`src/include/space_params.svh`:
```
// ~~~~~~~~~~~~~~~~~~~~~~~~~~~~~~~~~~~~~~~~~~~~~~~~~~
// 640x480 timing, totals must fit a 10-bit coordinate
// SPR_SCALE must be a power of two
// ~~~~~~~~~~~~~~~~~~~~~~~~~~~~~~~~~~~~~~~~~~~~~~~~~~
`ifndef SPACE_PARAMS_SVH
`define SPACE_PARAMS_SVH

// horizontal timing in pixels
`define H_RES    640
`define H_FP     16
`define H_SYNC   96
`define H_TOTAL  800

// vertical timing in lines
`define V_RES    480
`define V_FP     10
`define V_SYNC   2
`define V_TOTAL  525

`define SPR_SCALE 8               // 8x8 glyph shown as 64x64

// starfield layers, negative INC drifts left
`define SF1_SEED 21'h9A9A9
`define SF1_INC  (-1)
`define SF2_SEED 21'hA9A9A
`define SF2_INC  (-2)
`define SF3_SEED 21'h1FFFFF
`define SF3_INC  (-4)
`define SF3_MASK 21'h1FFC00       // fewer masked bits, denser far layer

`endif

```
`src/verilog/display_pkg.sv`:
```
// ~~~~~~~~~~~~~~~~~~~~~~~~~~~~~~~~~~~~~~~~~~~~~~~~~~
// unsigned coordinates only, syncs active low
// ~~~~~~~~~~~~~~~~~~~~~~~~~~~~~~~~~~~~~~~~~~~~~~~~~~
package display_pkg;

    // screen position, covers totals up to 1023
    typedef logic [9:0] coord_t;

    // sync word as it leaves the chip
    typedef struct packed {
        logic hsync;              // low during horizontal sync
        logic vsync;              // low during vertical sync
        logic de;                 // high in the visible area
    } sync_t;

    // scan position plus the decoded syncs
    typedef struct packed {
        coord_t sx;
        coord_t sy;
        sync_t  sync;
    } scan_t;

endpackage

```
`src/verilog/scene_pkg.sv`:
```
// ~~~~~~~~~~~~~~~~~~~~~~~~~~~~~~~~~~~~~~~~~~~~~~~~~~
// scene types and 8 fixed 8x8 glyphs, row 0 on top
// ~~~~~~~~~~~~~~~~~~~~~~~~~~~~~~~~~~~~~~~~~~~~~~~~~~
package scene_pkg;

    typedef struct packed {
        logic [3:0] red;
        logic [3:0] green;
        logic [3:0] blue;
    } rgb_t;

    typedef logic [7:0] glyph_row_t;   // msb is the leftmost pixel
    typedef logic [2:0] glyph_idx_t;
    typedef logic [7:0] star_t;        // star brightness, top nibble shown

    // sprite settings, one set per frame
    typedef struct packed {
        display_pkg::coord_t spr_x;
        display_pkg::coord_t spr_y;
        glyph_idx_t          glyph;
        rgb_t                spr_colour;
    } scene_cfg_t;

    // register map of the config port
    typedef enum logic [1:0] {
        REG_SPR_X  = 2'd0,
        REG_SPR_Y  = 2'd1,
        REG_GLYPH  = 2'd2,
        REG_COLOUR = 2'd3
    } cfg_reg_e;

    // [glyph][row]
    localparam glyph_row_t [0:7][0:7] glyph_table = '{
        '{8'h7E, 8'h60, 8'h60, 8'h7C, 8'h60, 8'h60, 8'h60, 8'h00},  // F
        '{8'h18, 8'h3C, 8'h66, 8'h66, 8'h7E, 8'h66, 8'h66, 8'h00},  // A
        '{8'h18, 8'h18, 8'h3C, 8'h7E, 8'hFF, 8'hDB, 8'h99, 8'h00},  // ship
        '{8'h3C, 8'h7E, 8'hDB, 8'hFF, 8'hFF, 8'h24, 8'h5A, 8'h81},  // alien
        '{8'h18, 8'h18, 8'hFF, 8'h3C, 8'h3C, 8'h66, 8'h42, 8'h00},  // star
        '{8'h66, 8'hFF, 8'hFF, 8'hFF, 8'h7E, 8'h3C, 8'h18, 8'h00},  // heart
        '{8'h18, 8'h3C, 8'h7E, 8'hFF, 8'h7E, 8'h3C, 8'h18, 8'h00},  // diamond
        '{8'h3C, 8'h42, 8'hA5, 8'h81, 8'hA5, 8'h99, 8'h42, 8'h3C}   // smiley
    };

endpackage

```
`src/verilog/display_timing.sv`:
```
// ~~~~~~~~~~~~~~~~~~~~~~~~~~~~~~~~~~~~~~~~~~~~~~~~~~
// syncs, de and strobes are decoded from the counters
// ~~~~~~~~~~~~~~~~~~~~~~~~~~~~~~~~~~~~~~~~~~~~~~~~~~
`timescale 1ns/1ps
`include "space_params.svh"

module display_timing (
    input  logic               clk_pix,
    input  logic               arst_n,
    output display_pkg::scan_t scan,
    output logic               line_strb,    // sx == H_RES, start of h blanking
    output logic               cfg_load      // first pixel of the last line
);
    import display_pkg::*;

    localparam coord_t H_LAST = coord_t'(`H_TOTAL - 1);
    localparam coord_t V_LAST = coord_t'(`V_TOTAL - 1);
    localparam coord_t HS_BEG = coord_t'(`H_RES + `H_FP);
    localparam coord_t HS_END = coord_t'(`H_RES + `H_FP + `H_SYNC);
    localparam coord_t VS_BEG = coord_t'(`V_RES + `V_FP);
    localparam coord_t VS_END = coord_t'(`V_RES + `V_FP + `V_SYNC);

    coord_t sx, sy;

    always_ff @(posedge clk_pix or negedge arst_n) begin
        if (!arst_n) begin
            sx <= '0;
            sy <= '0;
        end else if (sx == H_LAST) begin   // end of line
            sx <= '0;
            sy <= (sy == V_LAST) ? '0 : sy + 1'b1;
        end else begin
            sx <= sx + 1'b1;
        end
    end

    always_comb begin
        scan.sx         = sx;
        scan.sy         = sy;
        scan.sync.hsync = ~(sx >= HS_BEG && sx < HS_END);  // active low
        scan.sync.vsync = ~(sy >= VS_BEG && sy < VS_END);
        scan.sync.de    = (sx < coord_t'(`H_RES)) && (sy < coord_t'(`V_RES));
        line_strb       = (sx == coord_t'(`H_RES));
        cfg_load        = (sx == '0) && (sy == V_LAST);
    end

endmodule

```
`src/verilog/scene_regs.sv`:
```
// ~~~~~~~~~~~~~~~~~~~~~~~~~~~~~~~~~~~~~~~~~~~~~~~~~~
// writes go to the shadow, active set moves at cfg_load
// ~~~~~~~~~~~~~~~~~~~~~~~~~~~~~~~~~~~~~~~~~~~~~~~~~~
`timescale 1ns/1ps
`include "space_params.svh"

module scene_regs (
    input  logic                  clk_pix,
    input  logic                  arst_n,
    input  logic                  cfg_wr,      // one cycle strobe
    input  scene_pkg::cfg_reg_e   cfg_addr,
    input  logic [11:0]           cfg_data,
    input  logic                  cfg_load,
    output scene_pkg::scene_cfg_t active_cfg
);
    import display_pkg::*;
    import scene_pkg::*;

    // sprite parked just past the visible area
    localparam scene_cfg_t CFG_RESET = '{
        spr_x: coord_t'(`H_RES), spr_y: coord_t'(`V_RES), glyph: '0, spr_colour: '0};

    scene_cfg_t shadow;

    always_ff @(posedge clk_pix or negedge arst_n) begin
        if (!arst_n) begin
            shadow     <= CFG_RESET;
            active_cfg <= CFG_RESET;
        end else begin
            if (cfg_load) active_cfg <= shadow;   // old shadow, same-cycle write waits
            if (cfg_wr) begin
                case (cfg_addr)
                    REG_SPR_X:  shadow.spr_x      <= cfg_data[9:0];
                    REG_SPR_Y:  shadow.spr_y      <= cfg_data[9:0];
                    REG_GLYPH:  shadow.glyph      <= cfg_data[2:0];
                    REG_COLOUR: shadow.spr_colour <= rgb_t'(cfg_data);  // 12'hRGB
                endcase
            end
        end
    end

endmodule

```
`src/verilog/glyph_sprite.sv`:
```
// ~~~~~~~~~~~~~~~~~~~~~~~~~~~~~~~~~~~~~~~~~~~~~~~~~~
// row for line n+1 is fetched at line_strb of line n
// window may run past the visible area, mixer blanks it
// ~~~~~~~~~~~~~~~~~~~~~~~~~~~~~~~~~~~~~~~~~~~~~~~~~~
`timescale 1ns/1ps
`include "space_params.svh"

module glyph_sprite (
    input  logic                  clk_pix,
    input  logic                  arst_n,
    input  display_pkg::scan_t    scan,
    input  logic                  line_strb,
    input  scene_pkg::scene_cfg_t active_cfg,
    output logic                  spr_pix
);
    import display_pkg::*;
    import scene_pkg::*;

    localparam int          SH     = $clog2(`SPR_SCALE);  // scale as shift
    localparam logic [10:0] SPAN   = 11'(8 * `SPR_SCALE); // window size in pixels
    localparam coord_t      V_LAST = coord_t'(`V_TOTAL - 1);

    coord_t      ny;          // line being prepared
    logic [10:0] dy, dx;      // offsets into the window
    glyph_row_t  row_q;       // glyph line for the current scan line

    // 11-bit difference, a negative offset wraps above SPAN
    // so one compare covers both window edges
    always_comb begin
        ny = (scan.sy == V_LAST) ? '0 : scan.sy + 1'b1;
        dy = {1'b0, ny} - {1'b0, active_cfg.spr_y};
        dx = {1'b0, scan.sx} - {1'b0, active_cfg.spr_x};
    end

    always_ff @(posedge clk_pix or negedge arst_n) begin
        if (!arst_n) begin
            row_q <= '0;
        end else if (line_strb) begin
            if (dy < SPAN)
                row_q <= glyph_table[active_cfg.glyph][dy[SH+2:SH]];
            else
                row_q <= '0;      // line outside the sprite
        end
    end

    // inverting the column gives 7-col, msb is leftmost
    always_comb begin
        if (dx < SPAN)
            spr_pix = row_q[~dx[SH+2:SH]];
        else
            spr_pix = 1'b0;
    end

endmodule

```
`src/verilog/starfield.sv`:
```
// ~~~~~~~~~~~~~~~~~~~~~~~~~~~~~~~~~~~~~~~~~~~~~~~~~~
// free running, period is one frame plus INC cycles
// MASK must leave bits 7:0 free so brightness varies
// ~~~~~~~~~~~~~~~~~~~~~~~~~~~~~~~~~~~~~~~~~~~~~~~~~~
`timescale 1ns/1ps
`include "space_params.svh"

module starfield #(
    parameter int          INC  = -1,          // drift per frame in pixels
    parameter logic [20:0] SEED = 21'h1FFFFF,  // must be non-zero
    parameter logic [20:0] MASK = 21'h1FFE00   // more bits, fewer stars
) (
    input  logic             clk_pix,
    input  logic             arst_n,
    output logic             sf_on,
    output scene_pkg::star_t star
);
    localparam logic [20:0]      TAPS   = 21'h140000;  // taps 21 and 19
    localparam int               PERIOD = `H_TOTAL * `V_TOTAL;
    localparam int               CNT_W  = $clog2(PERIOD);
    localparam logic [CNT_W-1:0] LAST   = CNT_W'(PERIOD + INC - 1);

    logic [20:0]      sreg;   // galois lfsr, shifts right
    logic [CNT_W-1:0] cnt;    // steps since last reseed

    always_ff @(posedge clk_pix or negedge arst_n) begin
        if (!arst_n) begin
            sreg <= SEED;
            cnt  <= '0;
        end else if (cnt == LAST) begin   // short period, stars shift by INC
            sreg <= SEED;
            cnt  <= '0;
        end else begin
            sreg <= sreg[0] ? (sreg >> 1) ^ TAPS : sreg >> 1;
            cnt  <= cnt + 1'b1;
        end
    end

    assign sf_on = &(sreg | ~MASK);   // all masked bits set
    assign star  = sreg[7:0];

endmodule

```
`src/verilog/pixel_mixer.sv`:
```
// ~~~~~~~~~~~~~~~~~~~~~~~~~~~~~~~~~~~~~~~~~~~~~~~~~~
// outputs lag the scan by one cycle
// ~~~~~~~~~~~~~~~~~~~~~~~~~~~~~~~~~~~~~~~~~~~~~~~~~~
`timescale 1ns/1ps

module pixel_mixer (
    input  logic                  clk_pix,
    input  logic                  arst_n,
    input  display_pkg::scan_t    scan,
    input  logic                  spr_pix,
    input  scene_pkg::scene_cfg_t active_cfg,
    input  logic [2:0]            sf_on,     // bit 0 is sf1, the nearest layer
    input  scene_pkg::star_t      star1,
    input  scene_pkg::star_t      star2,
    input  scene_pkg::star_t      star3,
    output display_pkg::sync_t    video,
    output scene_pkg::rgb_t       colour
);
    import scene_pkg::*;

    logic [3:0] starlight;    // grey level of the top star layer
    rgb_t       pix;

    always_comb begin
        if (sf_on[0])      starlight = star1[7:4];
        else if (sf_on[1]) starlight = star2[7:4];
        else if (sf_on[2]) starlight = star3[7:4];
        else               starlight = 4'h0;   // empty sky
        // sprite covers the stars
        pix = spr_pix ? active_cfg.spr_colour :
                        '{red: starlight, green: starlight, blue: starlight};
    end

    always_ff @(posedge clk_pix or negedge arst_n) begin
        if (!arst_n) begin
            video  <= '{hsync: 1'b1, vsync: 1'b1, de: 1'b0};  // syncs idle high
            colour <= '0;
        end else begin
            video  <= scan.sync;
            colour <= scan.sync.de ? pix : '0;    // black in blanking
        end
    end

endmodule

```
`src/verilog/space_f_top.sv`:
```
// ~~~~~~~~~~~~~~~~~~~~~~~~~~~~~~~~~~~~~~~~~~~~~~~~~~
// clk_pix is the 640x480 pixel clock, no pll inside
// ~~~~~~~~~~~~~~~~~~~~~~~~~~~~~~~~~~~~~~~~~~~~~~~~~~
`timescale 1ns/1ps
`include "space_params.svh"

module space_f_top (
    input  logic                clk_pix,
    input  logic                arst_n,
    input  logic                cfg_wr,
    input  scene_pkg::cfg_reg_e cfg_addr,
    input  logic [11:0]         cfg_data,
    output display_pkg::sync_t  video,
    output scene_pkg::rgb_t     colour
);
    import display_pkg::*;
    import scene_pkg::*;

    scan_t      scan;
    logic       line_strb, cfg_load;
    scene_cfg_t active_cfg;
    logic       spr_pix;
    logic [2:0] sf_on;                  // {sf3, sf2, sf1}
    star_t      star1, star2, star3;

    display_timing u_display_timing (.clk_pix, .arst_n, .scan, .line_strb, .cfg_load);

    scene_regs u_scene_regs (
        .clk_pix, .arst_n, .cfg_wr, .cfg_addr, .cfg_data, .cfg_load, .active_cfg);

    glyph_sprite u_glyph_sprite (.clk_pix, .arst_n, .scan, .line_strb, .active_cfg, .spr_pix);

    // near to far, sf1 and sf2 keep the default mask
    starfield #(.INC(`SF1_INC), .SEED(`SF1_SEED)) sf1 (
        .clk_pix, .arst_n, .sf_on(sf_on[0]), .star(star1));
    starfield #(.INC(`SF2_INC), .SEED(`SF2_SEED)) sf2 (
        .clk_pix, .arst_n, .sf_on(sf_on[1]), .star(star2));
    starfield #(.INC(`SF3_INC), .SEED(`SF3_SEED), .MASK(`SF3_MASK)) sf3 (
        .clk_pix, .arst_n, .sf_on(sf_on[2]), .star(star3));

    pixel_mixer u_pixel_mixer (
        .clk_pix, .arst_n, .scan, .spr_pix, .active_cfg, .sf_on,
        .star1, .star2, .star3, .video, .colour);

endmodule

```
`config.mk`:
```
export PLATFORM = sky130hd
export DESIGN_NAME = space_f_top
export DESIGN_NICKNAME = d
export VERILOG_FILES = /design/src/verilog/display_pkg.sv /design/src/verilog/scene_pkg.sv /design/src/verilog/display_timing.sv /design/src/verilog/scene_regs.sv /design/src/verilog/glyph_sprite.sv /design/src/verilog/starfield.sv /design/src/verilog/pixel_mixer.sv /design/src/verilog/space_f_top.sv
export VERILOG_INCLUDE_DIRS = /design/src /design/src/include
export SDC_FILE = /design/constraint.sdc
export NUM_CORES = 1
export LEC_CHECK = 0
export BUFFER_PORTS_ARGS = -buffer_cell sky130_fd_sc_hd__buf_2
export CAP_MARGIN = 20
export CORE_UTILIZATION = 35
export CTS_BUF_LIST = sky130_fd_sc_hd__clkbuf_8
export DETAILED_ROUTE_END_ITERATION = 12
export PLACE_DENSITY = 0.6
export SLEW_MARGIN = 20
export SYNTH_ARGS = -nofsm -noshare
export SYNTH_HDL_FRONTEND = slang
export SYNTH_HIERARCHICAL = 1
export SYNTH_SLANG_ARGS = --single-unit
export TNS_END_PERCENT = 100
```
`constraint.sdc`:
```
create_clock -name clk_pix -period 6 [get_ports clk_pix]
set_input_delay 0.6 -clock clk_pix [delete_from_list [all_inputs] [get_ports clk_pix]]
set_output_delay 0.6 -clock clk_pix [all_outputs]
set_load 0.1 [all_outputs]
```
==> impl_metrics.py, run 1 <==
metrics = {
    "pwr": {
        "switching_power_uw": 715,
        "intPower_mw": 2.48,
        "power_mw": 3.19,
        "powerDensity_nw_per_um2": 245,
        "p_comb_share_pct": 3.5,
        "peakVddDrop_uv": 187,
        "pwr-share-seq_pct": 51.1,
        "clkPwrFrac_pct": 45.4,
        "p_leak_nw": 5.90,
        "p_sw_share_pct": 22.4,
    },
    "routing": {
        "via_per_inst": 5.01,
        "drt.antenna.violating_nets": 0,
        "drt-pass1-iter-count": 7,
        "drtIter0Drc": 462,
        "routed_wl_mm": 24.0,
        "drc_errors": 0,
        "wl_per_cell_um": 15.4,
        "vias": 7808,
    },
    "sta": {
        "setup_tns_ps": 0,
        "fmax_mhz": 241,
        "rsz0062_at_grt": "no",
        "relSlewSlack_pct": 28.9,
        "min_period_ps": 4140,
        "timing.final.crit_share_pct": 69.0,
        "hold_viol_final": 0,
        "setup_violations": 0,
        "fin_skew_ps": 32.4,
        "drv_slew": 0,
        "worstMarginPinSlew_ps": 1060,
    },
    "setup_path": {
        "crit_path_max_fanout": 14,
        "cp_num_cells": 13,
        "worstPathArrival_ps": 4520,
        "rr_endpoint": "u_glyph_sprite/row_q[6]",
        "crit_path_start": "u_display_timing/sy[1]",
        "crit_chain": "inv_1 -> ha_1 -> and4bb_1 -> and3_1 -> nor2b_1 -> ha_1 -> o21ai_0 -> o21ai_0 -> a31o_2 -> xor2_1 -> mux2_2 -> o32ai_1 -> o32ai_1",
        "critPathKind": "reg -> reg",
        "crit_end": "u_glyph_sprite/row_q[6]",
        "cpMaxStageDelayCell": "xor2_1",
        "cp_top_family": "compound AO/OA/AOI/OAI gates",
        "reg2reg_from": "u_display_timing/sy[1]",
        "endpoint_kind": "register",
        "slowest_delay_ps": 680,
        "path_buf_inv": 1,
        "rrSetupSlack_ps": 1860,
        "reg2reg_depth": 13,
        "cp-start-kind": "register",
        "worst-endpoint-required_ps": 6380,
    },
    "yosys": {
        "synth.avg_cell_area_um2": 11.1,
        "syn_inst": 1054,
        "synth_area_um2": 11700,
        "yosysWarnings": 6,
        "syn_nets": 1109,
    },
    "floorplan": {
        "die-area_um2": 34200,
        "die_h_um": 185,
        "die_x_um": 185,
        "rows": 66,
        "num_io_pins": 32,
        "core-area_um2": 32700,
        "initial_core_util_pct": 35.8,
    },
    "clocking": {
        "htreeDepth": 2,
        "max-clock-path-buffers": 3,
        "hold_buffers": 1,
        "cts_tree": "done",
        "cts_resized": 0,
        "cts_buffers": 40,
        "insertion_delay_ps": 540,
        "cts_sinks": 231,
        "clk_pin_slew_ps": 70,
        "cts_setup_buffers": 0,
        "cts_root_buf": "clkbuf_8",
    },
    "finish": {
        "drive_above_1_share_pct": 25.3,
        "final_common_cell": "dfrtp_1",
        "diodes": 0,
        "post-route-cell-area_um2": 13000,
        "fin_util_pct": 39.8,
        "layout_common_cells": "176 x dfrtp_1, 73 x inv_1, 69 x nor2_1",
        "area_growth_pct": 11.2,
        "finalNetCount": 1142,
    },
    "run_status": {
        "status": "completed",
    },
    "global_route": {
        "track_usage_pct": 14.5,
        "overflow": 0,
        "grt_pass1_wl_mm": 39.7,
        "grt_pass1_vias": 7552,
        "grt_max_degree": 167,
        "antenna_found_initial": 1,
    },
    "placed_design": {
        "dpl.hpwl_mm": 16.1,
        "place_congestion": 0.855,
        "placed_area_um2": 12200,
        "io_buffers": 31,
    },
    "flow_run": {
        "max_cap_violations": 0,
    },
    "hold_path": {
        "holdCritPathClass": "in -> reg",
    },
}
==> through the flow <==
stage / hold slack (ps) / setup WS, ps / instances
finish: 306 / 1860 / 1559
global route: 273 / 1570 / 1559
CTS: 265 / 1970 / 1559
detailed placement: 426 / 1970 / 1486
global placement: 418 / 2060 / 1486
floorplan: 304 / 2450 / 1054
==> sequential cells by signal, summed over array words and instances (netlist names) <==
name	cells
u_scene_regs/shadow	35
sf3/sreg	21
u_pixel_mixer/colour	12
sf2/cnt	19
u_display_timing/sx	10
sf1/cnt	19
sf2/sreg	21
sf1/sreg	21
u_scene_regs/active_cfg	35
u_display_timing/sy	10
u_pixel_mixer/video	3
u_glyph_sprite/row_q	6
sf3/cnt	19
==> area by class of cell <==
type	count	area [um^2]
fillers	3204	19700
flip-flops and latches	231	5850
multi-input cells	714	5320
clock buffers	51	702
well taps	442	553
repair buffers	40	248
inverters	60	225
clock inverters	21	131
==> power by group through the flow <==
stage | combinational [mW] | clock, mW | sequential, mW
5_1_grt | 0.123 | 1.58 | 1.64
3_3_place_gp | 0.111 | 0 | 1.66
6_report | 0.110 | 1.45 | 1.63
2_1_floorplan | 0.0628 | 0 | 1.65
4_1_cts | 0.114 | 1.51 | 1.63
3_5_place_dp | 0.113 | 0 | 1.66
==> routing by layer <==
layer / wire length, um / GRT usage, % / vias up
li1: - / - / 3764
met1: 11800 / 21.1 / 3870
met2: 10900 / 21.8 / 135
met3: 829 / 2.30 / 39
met4: 470 / 4.63 / 0
met5: 0 / 0 / -
==> how the worst min path moves through the flow <==
stage                  from                 endpoint  slack (ps)  cells past startpoint
2_1_floorplan        arst_n               sf1/cnt[0]         300                      0
3_3_place_gp    sf2/sreg[2]              sf2/sreg[1]         420                      1
3_5_place_dp    sf1/sreg[1]              sf1/sreg[0]         430                      1
4_1_cts        cfg_data[11]  u_scene_regs/shadow[11]         270                      2
5_1_grt        cfg_data[11]  u_scene_regs/shadow[11]         270                      2
6_report       cfg_data[11]  u_scene_regs/shadow[11]         310                      2
(Power assumes the default switching activity.)
==> run 2, diff against run 1 <==
Settings changed: PLACE_DENSITY 0.6 to 0.62.
Clock period 6 ns to 3.65 ns, I/O delays scaled along.
==> run 2 against run 1 <==
Net effect: cell area grew 2.3%; clock power is 68% higher; register-to-register slack worse by 1700 ps; largest power group unchanged.
==> impl_metrics.py, run 2 (synthesis results as in run 1) <==
metrics = {
    "clocking": {
        "cts_buffers": 39,
        "insertion_delay_ps": 540,
        "cts_tree": "done",
        "cts_root_buf": "clkbuf_8",
        "max-clock-path-buffers": 3,
        "htreeDepth": 2,
        "clk_pin_slew_ps": 60,
        "cts_sinks": 231,
    },
    "floorplan": {
        "die_x_um": 185,
        "rows": 66,
        "core-area_um2": 32700,
        "die-area_um2": 34200,
        "num_io_pins": 32,
        "die_h_um": 185,
        "initial_core_util_pct": 35.8,
    },
    "placed_design": {
        "io_buffers": 31,
        "dpl.hpwl_mm": 16.2,
        "place_congestion": 0.892,
        "placed_area_um2": 12300,
    },
    "routing": {
        "drc_errors": 0,
        "via_per_inst": 4.99,
        "routed_wl_mm": 23.8,
        "vias": 7912,
        "drtIter0Drc": 440,
        "drt.antenna.violating_nets": 0,
        "drt-pass1-iter-count": 5,
        "wl_per_cell_um": 15.0,
    },
    "global_route": {
        "antenna_found_initial": 0,
        "grt_pass1_wl_mm": 40.5,
        "grt_pass1_vias": 7842,
        "track_usage_pct": 14.6,
        "overflow": 0,
        "grt_max_degree": 81,
    },
    "finish": {
        "fin_util_pct": 40.8,
        "multi_input_area_um2": 5420,
        "nFillCells": 3214,
        "finalNetCount": 1166,
        "biggestRegsByFlops": "u_scene_regs/active_cfg: 35 flops, u_scene_regs/shadow: 35 flops",
        "area_growth_pct": 13.8,
        "diodes": 0,
        "final_common_cell": "dfrtp_1",
        "layout_common_cells": "176 x dfrtp_1, 68 x nor2_1, 67 x inv_1",
        "drive_above_1_share_pct": 28.9,
        "post-route-cell-area_um2": 13300,
        "regArea_um2": 5850,
    },
    "sta": {
        "fin_skew_ps": 28.9,
        "drv_slew": 0,
        "whs_ps": 55.5,
        "min_period_ps": 3480,
        "relSlewSlack_pct": 40.3,
        "timing.final.crit_share_pct": 95.4,
        "fmax_mhz": 287,
        "setup_violations": 0,
        "worstMarginPinSlew_ps": 891,
        "hold_viol_final": 0,
    },
    "hold_path": {
        "holdCritPathClass": "in -> reg",
    },
    "flow_run": {
        "max_cap_violations": 0,
    },
    "setup_path": {
        "endpoint_kind": "register",
        "worstPathArrival_ps": 3940,
        "cp-start-kind": "register",
        "worst-endpoint-required_ps": 4110,
        "crit_path_max_fanout": 6,
        "critPathKind": "reg -> reg",
    },
    "pwr": {
        "peakVddDrop_uv": 302,
        "p_leak_nw": 6.05,
        "powerDensity_nw_per_um2": 398,
    },
    "run_status": {
        "status": "completed",
    },
}
## run 2: cell types whose count changed in the layout (fill, tap and decap cells not counted), moves of 2 or more
| cell | before | now |
|---|---|---|
| inv_8 | 0 | 2 |
| clkinv_2 | 4 | 9 |
| xor2_1 | 30 | 28 |
| o32ai_1 | 5 | 2 |
| o32ai_2 | 0 | 2 |
| buf_4 | 7 | 32 |
| xor2_2 | 0 | 2 |
| o21ai_1 | 0 | 2 |
| o21ai_0 | 29 | 27 |
| inv_1 | 73 | 67 |
## run 2: worst paths after layout
kind	start	to	depth (start not counted)	slack, ps
max	u_display_timing/sy[0]	u_glyph_sprite/row_q[2]	14	170
min	cfg_data[11]	u_scene_regs/shadow[11]	2	60
max reg2reg	u_display_timing/sy[0]	u_glyph_sprite/row_q[2]	14	170
min reg2reg	sf1/sreg[1]	sf1/sreg[0]	1	430
max in group asynchronous	arst_n	sf2/cnt[14]	3	2270
min in group asynchronous	arst_n	sf3/cnt[6]	2	400
## run 2: timing repair
item / in CTS / in global routing
setup buffers: 0 / 3
hold buffers: 1 / 0
endpoints found under the hold margin: 45 / 0
resized for setup: 0 / 21
setup endpoints to repair: 0 / 10
## run 2: worst max-delay path, cell delays in order (launching register included)
cell and delay, ps:
dfrtp_1 340, inv_1 50, ha_1 180, and4bb_1 210, and3_4 180, nor2b_2 130
ha_2 210, and3b_2 230, or2_4 230, o21a_1 200, o311a_1 290, or4b_4 510
a211o_4 380, a21o_1 170, o22ai_1 90
## run 2: metrics by stage
| stage | TNS (ps) | instances | setup slack, ps | total power [mW] |
|---|---|---|---|---|
| after floorplan | 0 | 1054 | 104 | 2.82 |
| after CTS | 0 | 1581 | 55.0 | 5.39 |
| after detailed placement | 0 | 1508 | 67.6 | 2.92 |
| final | 0 | 1584 | 168 | 5.31 |
| after global routing | -12.4 | 1584 | -12.4 | 5.53 |
| after global placement | 0 | 1508 | 168 | 2.91 |
## run 2: area by class of cell
cell class | count | share of cell area [%]
clock inverters | 20 | 0.986
inverters | 60 | 1.69
multi-input cells | 714 | 40.7
repair buffers | 65 | 3.27
flip-flops and latches | 231 | 43.9
clock buffers | 52 | 5.37
well taps | 442 | 4.15
## run 2: power breakdown
part	switching [mW]	internal (mW)	leakage, nW
sequential	0.0377	2.65	2.90
clock	1.08	1.36	0.473
combinational	0.0886	0.0952	2.68
total	1.21	4.11	6.05
## run 2: metal layers
metal / wire length, um / vias up / GRT usage [%]
met4: 494 / 0 / 4.69
met3: 817 / 47 / 2.18
met5: 0 / - / 0
met2: 10700 / 161 / 22.1
met1: 11800 / 3882 / 21.2
li1: - / 3822 / -
